<file path="src/design/bcrypt_pkg.sv">
package bcrypt_pkg;

	// an expanded-key word and a P-array word share this width
	typedef logic [31:0] word_t;

	// one byte of the host key
	typedef logic [7:0] key_byte_t;

	// index into the P-array, 0 to 17
	typedef logic [4:0] p_addr_t;

	localparam int P_WORDS = 18;

	//////////////////////////////
	// blowfish P-array
	//////////////////////////////

	// initial P-array, taken from the fractional hex digits of pi
	localparam word_t P_INIT [P_WORDS] = '{
		32'h243f6a88, 32'h85a308d3, 32'h13198a2e, 32'h03707344,
		32'ha4093822, 32'h299f31d0, 32'h082efa98, 32'hec4e6c89,
		32'h452821e6, 32'h38d01377, 32'hbe5466cf, 32'h34e90c6c,
		32'hc0ac29b7, 32'hc97c50dd, 32'h3f84d5b5, 32'hb5470917,
		32'h9216d5d9, 32'h8979fb1b
	};

	//////////////////////////////
	// expander FSM
	//////////////////////////////

	// every key byte passes through wait1, wait2 and input.
	// output holds a finished word until it is read
	typedef enum logic [2:0] {
		ST_IDLE,
		ST_WAIT1,
		ST_WAIT2,
		ST_INPUT,
		ST_OUTPUT,
		ST_READ_SRC
	} expand_state_t;

endpackage

</file>
<file path="src/design/bcrypt_key_regs.sv">
`timescale 1ns/1ps

module bcrypt_key_regs #(
	parameter int KEY_LEN = 72
) (
	input  logic                       CLK,
	input  logic                       arst_n,
	input  logic                       key_wr,
	input  logic [$clog2(KEY_LEN)-1:0] key_addr,
	input  bcrypt_pkg::key_byte_t      key_byte,
	input  logic                       mode_wr,
	input  logic                       mode,
	input  logic                       start,
	output logic [8*KEY_LEN-1:0]       key,
	output logic                       sign_extension_bug,
	output logic                       data_valid,
	input  logic                       src_done,
	output logic                       busy
);

	localparam int ADDR_W = $clog2(KEY_LEN);
	localparam logic [ADDR_W-1:0] LAST_ADDR = ADDR_W'(KEY_LEN - 1);

	logic key_we;
	logic mode_we;
	logic start_ok;

	//////////////////////////////
	// host access
	//////////////////////////////

	// the expander reads the key straight from these registers,
	// so nothing may change under it while a run is in flight
	assign key_we   = key_wr && !busy && (key_addr <= LAST_ADDR);
	assign mode_we  = mode_wr && !busy;
	assign start_ok = start && !busy;

	// byte i sits at bits 8i+7 down to 8i
	always_ff @(posedge CLK) begin
		if (key_we) begin
			key[8*key_addr +: 8] <= key_byte;
		end
	end

	//////////////////////////////
	// run control
	//////////////////////////////

	always_ff @(posedge CLK or negedge arst_n) begin
		if (!arst_n) begin
			sign_extension_bug <= 1'b0;
			data_valid         <= 1'b0;
			busy               <= 1'b0;
		end else begin
			// one-cycle kick to the expander per accepted start
			data_valid <= start_ok;

			if (mode_we) begin
				sign_extension_bug <= mode;
			end

			// src_done arrives once the last word has left the expander
			if (start_ok) begin
				busy <= 1'b1;
			end else if (src_done) begin
				busy <= 1'b0;
			end
		end
	end

endmodule

</file>
<file path="src/design/bcrypt_expand_key.sv">
`timescale 1ns/1ps

module bcrypt_expand_key #(
	parameter int KEY_LEN = 72
) (
	input  logic                 CLK,
	input  logic                 arst_n,
	input  logic [8*KEY_LEN-1:0] din,
	input  logic                 data_valid,
	input  logic                 sign_extension_bug,
	output bcrypt_pkg::word_t    dout,
	input  logic                 rd_en,
	output logic                 empty,
	output logic                 src_done
);

	import bcrypt_pkg::*;

	localparam int IDX_W = $clog2(KEY_LEN);
	localparam logic [IDX_W-1:0] LAST_IDX = IDX_W'(KEY_LEN - 1);
	localparam p_addr_t LAST_WORD = p_addr_t'(P_WORDS - 1);

	expand_state_t    state;
	logic [IDX_W-1:0] byte_idx;
	logic [1:0]       byte_cnt;
	p_addr_t          word_cnt;
	key_byte_t        cur_byte;
	word_t            fill;

	// the byte is picked out of the stored key in place, no copy of it is kept
	assign cur_byte = din[8*byte_idx +: 8];

	// normal mode fills only the low byte. In bug mode the sign-extended byte
	// lands on all 32 bits, as the old 2x variant did
	assign fill = sign_extension_bug ? {{24{cur_byte[7]}}, cur_byte}
		: {24'd0, cur_byte};

	// word assembly, first byte ends up in the top position
	always_ff @(posedge CLK) begin
		if (state == ST_INPUT) begin
			dout <= {dout[23:0], 8'h00} | fill;
		end
	end

	//////////////////////////////
	// FSM
	//////////////////////////////

	always_ff @(posedge CLK or negedge arst_n) begin
		if (!arst_n) begin
			state    <= ST_IDLE;
			byte_idx <= '0;
			byte_cnt <= '0;
			word_cnt <= '0;
			empty    <= 1'b1;
			src_done <= 1'b0;
		end else begin
			src_done <= 1'b0;
			case (state)
				ST_IDLE: begin
					if (data_valid) begin
						state <= ST_WAIT1;
					end
				end

				ST_WAIT1: state <= ST_WAIT2;

				ST_WAIT2: state <= ST_INPUT;

				ST_INPUT: begin
					// the key cycles after its NUL or after its last byte
					if (cur_byte == 8'h00 || byte_idx == LAST_IDX) begin
						byte_idx <= '0;
					end else begin
						byte_idx <= byte_idx + 1'b1;
					end

					byte_cnt <= byte_cnt + 1'b1;
					if (byte_cnt == 2'd3) begin
						empty <= 1'b0;
						state <= ST_OUTPUT;
					end else begin
						state <= ST_WAIT1;
					end
				end

				// without rd_en the word and the state simply stay put
				ST_OUTPUT: begin
					if (rd_en) begin
						empty <= 1'b1;
						if (word_cnt == LAST_WORD) begin
							word_cnt <= '0;
							state    <= ST_READ_SRC;
						end else begin
							word_cnt <= word_cnt + 1'b1;
							state    <= ST_WAIT1;
						end
					end
				end

				// key fully consumed, hand it back to the register block
				ST_READ_SRC: begin
					byte_idx <= '0;
					src_done <= 1'b1;
					state    <= ST_IDLE;
				end

				default: state <= ST_IDLE;
			endcase
		end
	end

endmodule

</file>
<file path="src/design/bcrypt_p_xor.sv">
`timescale 1ns/1ps

module bcrypt_p_xor (
	input  logic                CLK,
	input  logic                arst_n,
	input  bcrypt_pkg::word_t   din,
	input  logic                empty,
	output logic                rd_en,
	input  bcrypt_pkg::p_addr_t p_rd_addr,
	output bcrypt_pkg::word_t   p_rd_data,
	output logic                done
);

	import bcrypt_pkg::*;

	localparam p_addr_t LAST_WORD = p_addr_t'(P_WORDS - 1);

	word_t   p_mem [P_WORDS];
	p_addr_t wr_idx;
	logic    last_store;

	// every word is taken the cycle it shows up, so the expander never stalls
	assign rd_en = !empty;

	//////////////////////////////
	// P-array store
	//////////////////////////////

	always_ff @(posedge CLK or negedge arst_n) begin
		if (!arst_n) begin
			for (int i = 0; i < P_WORDS; i++) begin
				p_mem[i] <= '0;
			end
			wr_idx     <= '0;
			last_store <= 1'b0;
			done       <= 1'b0;
		end else begin
			// done trails the final store by one cycle
			last_store <= rd_en && (wr_idx == LAST_WORD);
			done       <= last_store;

			if (rd_en) begin
				p_mem[wr_idx] <= din ^ P_INIT[wr_idx];
				if (wr_idx == LAST_WORD) begin
					wr_idx <= '0;
				end else begin
					wr_idx <= wr_idx + 1'b1;
				end
			end
		end
	end

	// host read port, addresses past the array read as zero
	assign p_rd_data = (p_rd_addr <= LAST_WORD) ? p_mem[p_rd_addr] : '0;

endmodule

</file>
<file path="src/design/bcrypt_key_setup.sv">
`timescale 1ns/1ps

module bcrypt_key_setup #(
	parameter int KEY_LEN = 72
) (
	input  logic                       CLK,
	input  logic                       arst_n,
	input  logic                       key_wr,
	input  logic [$clog2(KEY_LEN)-1:0] key_addr,
	input  bcrypt_pkg::key_byte_t      key_byte,
	input  logic                       mode_wr,
	input  logic                       mode,
	input  logic                       start,
	output logic                       busy,
	input  bcrypt_pkg::p_addr_t        p_rd_addr,
	output bcrypt_pkg::word_t          p_rd_data,
	output logic                       done
);

	import bcrypt_pkg::*;

	logic [8*KEY_LEN-1:0] key;
	logic                 sign_extension_bug;
	logic                 data_valid;
	logic                 src_done;
	word_t                ek_word;
	logic                 ek_empty;
	logic                 ek_rd_en;

	bcrypt_key_regs #(
		.KEY_LEN(KEY_LEN)
	) u_key_regs (
		.CLK               (CLK),
		.arst_n            (arst_n),
		.key_wr            (key_wr),
		.key_addr          (key_addr),
		.key_byte          (key_byte),
		.mode_wr           (mode_wr),
		.mode              (mode),
		.start             (start),
		.key               (key),
		.sign_extension_bug(sign_extension_bug),
		.data_valid        (data_valid),
		.src_done          (src_done),
		.busy              (busy)
	);

	bcrypt_expand_key #(
		.KEY_LEN(KEY_LEN)
	) u_expand_key (
		.CLK               (CLK),
		.arst_n            (arst_n),
		.din               (key),
		.data_valid        (data_valid),
		.sign_extension_bug(sign_extension_bug),
		.dout              (ek_word),
		.rd_en             (ek_rd_en),
		.empty             (ek_empty),
		.src_done          (src_done)
	);

	bcrypt_p_xor u_p_xor (
		.CLK      (CLK),
		.arst_n   (arst_n),
		.din      (ek_word),
		.empty    (ek_empty),
		.rd_en    (ek_rd_en),
		.p_rd_addr(p_rd_addr),
		.p_rd_data(p_rd_data),
		.done     (done)
	);

endmodule

</file>
<file path="config.mk">
export PLATFORM = sky130hd
export DESIGN_NAME = bcrypt_key_setup
export DESIGN_NICKNAME = d
export VERILOG_FILES = /design/src/design/bcrypt_pkg.sv /design/src/design/bcrypt_key_regs.sv /design/src/design/bcrypt_expand_key.sv /design/src/design/bcrypt_p_xor.sv /design/src/design/bcrypt_key_setup.sv
export SDC_FILE = /design/constraint.sdc
export NUM_CORES = 2
export LEC_CHECK = 0
export BUFFER_PORTS_ARGS = -buffer_cell sky130_fd_sc_hd__clkbuf_2
export CAP_MARGIN = 10
export CORE_MARGIN = 2
export CORE_UTILIZATION = 55
export CTS_CLUSTER_DIAMETER = 150
export DETAILED_ROUTE_END_ITERATION = 7
export HOLD_SLACK_MARGIN = 0.03
export PLACE_DENSITY = 0.71
export SYNTH_ARGS = -nofsm -noshare
export SYNTH_HDL_FRONTEND = slang
export SYNTH_HIERARCHICAL = 1
export SYNTH_SLANG_ARGS = --single-unit
</file>
<file path="constraint.sdc">
create_clock -name CLK -period 3.4 [get_ports CLK]
set_input_delay 0.17 -clock CLK [delete_from_list [all_inputs] [get_ports CLK]]
set_output_delay 0.17 -clock CLK [all_outputs]
set_load 0.02 [all_outputs]
</file>
### Word level (Yosys, flattened, before mapping)

Memory sizes are Yosys's and may differ from the RTL's.
Index checks and enable logic that the tools add are counted.

| cells by class | value |
|---|---|
| add/subtract/negate cells | 5 |
| order comparisons | 5 |
| equality and inequality tests | 12 |
| shift operators | 3 |
| mux-type cells | 25 |
| bitwise operators | 5 |
| reductions and logical operators | 17 |

Operators by type and width:

| kind | number |
|---|---|
| bitwise mux 576 bit | 2 |
| variable shift 8 x 34 -> 576 bit, first input constant | 1 |
| variable part select 576 x 11 -> 8 bit | 1 |
| variable part select 8 x 34 -> 576 bit | 1 |
| two-way mux 32 bit | 7 |
| binary-select mux 32 bit (select 5 bit) | 1 |
| demux 32 bit (select 5 bit) | 1 |
| negation 10 -> 34 bit | 1 |
| OR 32 bit | 1 |
| XOR 32 bit | 1 |
| one-hot mux 3 bit (5 select lines) | 1 |
| one-hot mux 7 bit (2 select lines) | 1 |
| >= comparator 6 bit, second input constant | 2 |
| two-way mux 3 bit | 4 |
| inverter 5 -> 6 bit | 2 |
| adder 5 x 1 -> 5 bit, second input constant | 2 |
| == test 5 bit, second input constant | 2 |
| two-way mux 5 bit | 2 |
| zero test 8 bit | 1 |
| adder 7 x 1 -> 7 bit, second input constant | 1 |
| == test 7 bit, second input constant | 1 |
| less-or-equal comparator 7 bit, second input constant | 1 |
| two-way mux 7 bit | 1 |
| == test 3 x 2 -> 1 bit, second input constant | 2 |
| 16 further kinds | 32 |

| storage, ports and cells | value |
|---|---|
| bits in registers | 1,213 |
| bits in read-only memories | 1,024 |
| input port bits | 26 |
| output and inout bits | 34 |
| logic and storage cells | 105 |
| memories kept | 1 |

Memories:

| memory | words | bits a word | read ports | clocked after memory_dff | write ports | line | text |
|---|---|---|---|---|---|---|---|
| (no name shown) | 32 | 32 | 1 | 0 | 0 | bcrypt_p_xor.sv:43 | `p_mem[wr_idx] <= din ^ P_INIT[wr_idx];` |

### Longest topological paths before layout

| depth | value |
|---|---|
| word-level depth | 6 |
| depth in mapped cells | 14 |
| depth with buffers taken out | 9 |

### Cells and area by module

The synthesis kept the hierarchy.

By module, submodules not included:

| module | instances | cells each | area each (µm²) |
|---|---|---|---|
| bcrypt_p_xor | 1 | 2,438 | 26,211.4 |
| bcrypt_key_regs | 1 | 1,556 | 22,803.1 |
| bcrypt_expand_key | 1 | 623 | 7,015.5 |

### Least setup slack after synthesis

No wires, ideal clock.

| path | value |
|---|---|
| kind | in2reg |
| start point | input key_addr[0] |
| end point | register u_key_regs.key[528] (enable) |
| setup time | 0.383 ns |
| arrival | 3.535 ns |
| path slack | -0.518 ns |
| cell stages on the path | 12 |
| path through | buf_6 buf_2 inv_1 ha_1 clkbuf_1 nor2b_1 nor4b_1 ha_1 buf_2 a21oi_1 nand2_4 nor3_1 |

| between the ends | value |
|---|---|
| cells in the longest elaborated chain, start to end | 2 |

Ends and longest elaborated chain:

| element | line | text |
|---|---|---|
| start: declaration | bcrypt_key_setup.sv:9 | `input logic [$clog2(KEY_LEN)-1:0] key_addr,` |
| less-or-equal comparator 7 bit | bcrypt_key_regs.sv:34 | `assign key_we = key_wr && !busy && (key_addr <= LAST_ADDR);` |
| logical AND 1 bit | bcrypt_key_regs.sv:34 |  |
| end signal: indexed assignment | bcrypt_key_regs.sv:41 | `key[8*key_addr +: 8] <= key_byte;` |
| end: declaration | bcrypt_key_regs.sv:14 | `output logic [8*KEY_LEN-1:0] key,` |

No other way between the ends.
A chain may end at the register's enable or synchronous reset.

### Worst setup path after layout

| path | value |
|---|---|
| start point | register u_expand_key.byte_idx[0] |
| end point | register u_expand_key.byte_idx[1] |

| between the ends | value |
|---|---|
| cells in the longest elaborated chain, start to end | 5 |

Ends and longest elaborated chain:

| element | line | text |
|---|---|---|
| start: declaration | bcrypt_expand_key.sv:24 | `logic [IDX_W-1:0] byte_idx;` |
| start signal: assignment | bcrypt_expand_key.sv:75 | `byte_idx <= byte_idx + 1'b1;` |
| variable part select 576 x 11 -> 8 bit | bcrypt_expand_key.sv:31 | `assign cur_byte = din[8*byte_idx +: 8];` |
| via u_expand_key.cur_byte[6] | bcrypt_expand_key.sv:27 | `key_byte_t cur_byte;` |
| zero test 8 bit | bcrypt_expand_key.sv:72 | `if (cur_byte == 8'h00 \|\| byte_idx == LAST_IDX) begin` |
| logical OR 1 bit | bcrypt_expand_key.sv:72 |  |
| two-way mux 7 bit | bcrypt_expand_key.sv:72 |  |
| one-hot mux 7 bit (2 select lines) | bcrypt_expand_key.sv:59 | `case (state)` |

The timed path passes the listed nets, and every way through them passes these cells.

==> impl_metrics.csv <==
group,metric,value,unit
route,drt.antenna.violating_nets,0,
critical_path,cp.arrival,3.95,ns
place,placed_cells,5970,
timing,period_needed,3.35,ns
synthesis,post_synth_inst_count,4617,
route,wire_per_inst,25.9,microns
die,fp.dieArea,104000,sq um
synthesis,syn_nets,4659,
route,route.final.wire_length,161000,microns
cells_and_area,finish.net_count,4784,
cells_and_area,layout_commonest_cell,"nand2_1",
power_and_ir_drop,p_leak,0.0237,uW
job,max_cap_viol_count,0,
global_routing,initial_antenna_violation_count,2,
synthesis,syn-cell-area,56000,sq um
global_routing,grt_max_degree,106,
timing,number_of_pins_with_negative_max_slew_slack_in_the_final_report,0,
clock_tree,clk_root_buffer_cell,"clkbuf_16",
route,route.detailed.vias_per_inst,6.25,
critical_path,critPathKind,"flip-flop to flip-flop",
timing,fmax,299,MHz
timing,hold_viol_final,0,
route,route.vias.total,38900,
synthesis,synth_edf_count,608,
route,drc,0,
critical_path,worstSetupEndpointType,"flip-flop",
timing,tightestPinTransition,1.15,ns
power_and_ir_drop,power_density,817,nW/um^2
synthesis,synth.yosys.warnings,6,
critical_path,worst-endpoint-required,4.01,ns
clock_tree,worst_setup_hold_path_clk_slew,0.06,ns
clock_tree,cts.sink_count,1213,
timing,final-setup-viol-count,0,
route,detailedRoute.firstPassIterationCount,6,
clock_tree,clock_path_buffers,3,
die,core_area,101000,sq um
hold_path,worst_min_delay_path_class,"primary input to async pin",
global_routing,grt_util_all_layers,31.2,%
die,boundaryPins,60,
cells_and_area,post_route_cells_drive_above_1_share,21.2,%
clock_tree,htree_levels,3,
global_routing,grt-ovfl-total,0,
place,port_buffers,59,
die,die_height,323,microns
run_status,outcome,"finished clean",
timing,final_total_negative_setup_slack,0,ns
global_routing,grt_first_pass_wirelength,242000,microns
die,die_width,323,microns
place,finalWeightedCongestion,0.986,
cells_and_area,num-fill-cells,7637,
clock_tree,clock_latency,0.74,ns
critical_path,critPathLaunchType,"flip-flop",
synthesis,synth-async-reset-ratio,49.9,%
die,initial_core_util,55.2,%
synthesis,yosysSeqAreaShare,59.6,%
power_and_ir_drop,vdd_drop_max,0.000690,V
route,drt_iter0_drc,4592,
synthesis,yosys_register_bits,1213,
critical_path,r2r_cells,11,
clock_tree,cts_buffers,119,
timing,final_critical_path_share_of_the_clock_period,98.4,%
cells_and_area,stdcell_count,6215,
cells_and_area,fin_area,63800,sq um
place,postPlaceCellArea,59400,sq um
place,hpwl_after_detailed_placement,106000,microns
power_and_ir_drop,power.total,52100,uW
cells_and_area,syn2layout_area_growth,13.8,%
synthesis,synth_flop_cell,"edfxtp_1",
timing,fin_worst_skew,0.0573,ns
critical_path,crit_path_max_fanout,8,
cells_and_area,commonest_non_fill_non_tap_cells_in_the_layout,"665 x nand2_1, 608 x edfxtp_1, 601 x dfrtp_1",
global_routing,first_global_vias,38300,
synthesis,yosys.cell_types.count,105,
die,placementRows,117,
clock_tree,cts_tree,"yes",
timing,slew_headroom,23.1,%
synthesis,syn_avg_cell_area,12.1,sq um
-- cell families after synthesis --
group	count (synthesis)	synth area share, %
and+or+nand+nor	1605	13.7
DFF	1213	59.6
AOI/OAI and AO/OA	897	9.21
buffers and inverters	430	3.73
muxes	417	12.6
xor gates and xnor gates	39	0.730
adders and majority gates	16	0.357
-- flip-flops by register name (all words and copies together), names as in the netlist, 2 cells and up --
signal                 count
u_expand_key/byte_cnt      2
u_expand_key/byte_idx      7
u_expand_key/dout         32
u_expand_key/state         3
u_expand_key/word_cnt      5
u_key_regs/key           576
u_p_xor/p_mem            576
u_p_xor/wr_idx             5
-- layer usage --
metal	part of all wire [%]	global-route usage, %	vias to the layer above
li1	-	-	17000
met1	38	41.1	19500
met2	49	51.4	1946
met3	8.2	5.11	429
met4	5.0	13.6	4
met5	0.016	0	-
-- cell usage after synthesis (all sizes together), types with 9 or more instances --
cell type / count / area, sq um
mux2: 46 / 518
xnor2: 14 / 145
nand2b: 39 / 249
and3: 119 / 744
xor2: 25 / 264
inv: 22 / 82.6
nand2: 689 / 2620
a22oi: 39 / 293
nand4: 9 / 56.3
mux2i: 144 / 1440
a21oi: 87 / 450
clkbuf: 261 / 997
nor2: 397 / 1490
nor3: 80 / 420
nor3b: 117 / 988
a22o: 37 / 324
nor4: 17 / 128
and2: 21 / 134
edfxtp: 608 / 18300
o21ai: 642 / 3270
ha: 16 / 200
nand3: 58 / 410
mux4: 227 / 5120
nor2b: 22 / 138
dfrtp: 604 / 15100
buf: 147 / 1010
-- critical path, cell delays in order (launching register included) --
cell and delay (ns):
dfrtp_4 0.50, clkbuf_8 0.22, buf_4 0.19, mux4_2 0.50, mux2i_1 0.37, nor2_1 0.13, nor3_1 0.26, o32ai_1 0.18
nor4_2 0.28, nand2_2 0.14, and2_4 0.19, a32o_1 0.24
-- report_power, final --
| group | internal [uW] | switching [uW] |
|---|---|---|
| combinational | 6620 | 10600 |
| sequential | 18900 | 1950 |
| clock | 8180 | 5830 |
| total | 33700 | 18400 |
-- worst paths after layout --
kind                                               start  slack (ns)                        to
worst max-delay path            u_expand_key/byte_idx[0]        0.05  u_expand_key/byte_idx[1]
worst min-delay path                              arst_n        0.07        u_p_xor/p_mem[198]
worst max register to register  u_expand_key/byte_idx[0]        0.05  u_expand_key/byte_idx[1]
worst min register to register        u_p_xor/last_store        0.35              u_p_xor/done
max in group asynchronous                         arst_n        2.30        u_p_xor/p_mem[219]
min in group CLK                             key_byte[1]        0.11       u_key_regs/key[329]
-- per-stage QoR --
stage	setup WS [ns]	hold WS, ns	util, %
floorplan	-0.285	-0.126	-
global placement	0.0276	0.300	58.5
detailed placement	0.0107	0.289	58.5
CTS	0.00552	0.0700	62.7
global route	-0.000206	0.0881	62.8
finish	0.0537	0.0709	62.9
-- layout make-up --
class	instances	area, sq um	area share [%]
Timing Repair Buffer	412	3430	5.38
Clock inverter	78	1000	1.58
Tap cell	1368	1710	2.68
Multi-Input combinational cell	2974	20900	32.8
Clock buffer	147	3200	5.03
Sequential cell	1213	33400	52.4
Inverter	22	82.6	0.130
Antenna cell	1	2.50	0.00392
-- timing repair --
| item | in CTS | in global routing |
|---|---|---|
| buffers inserted | 0 | 12 |
| hold buffers | 6 | 0 |
| endpoints found under the hold margin | 106 | 0 |
| gates resized for setup | 1 | 2 |
| setup endpoints to repair | 1 | 6 |
Note: power is estimated with default switching activity, not from simulation.
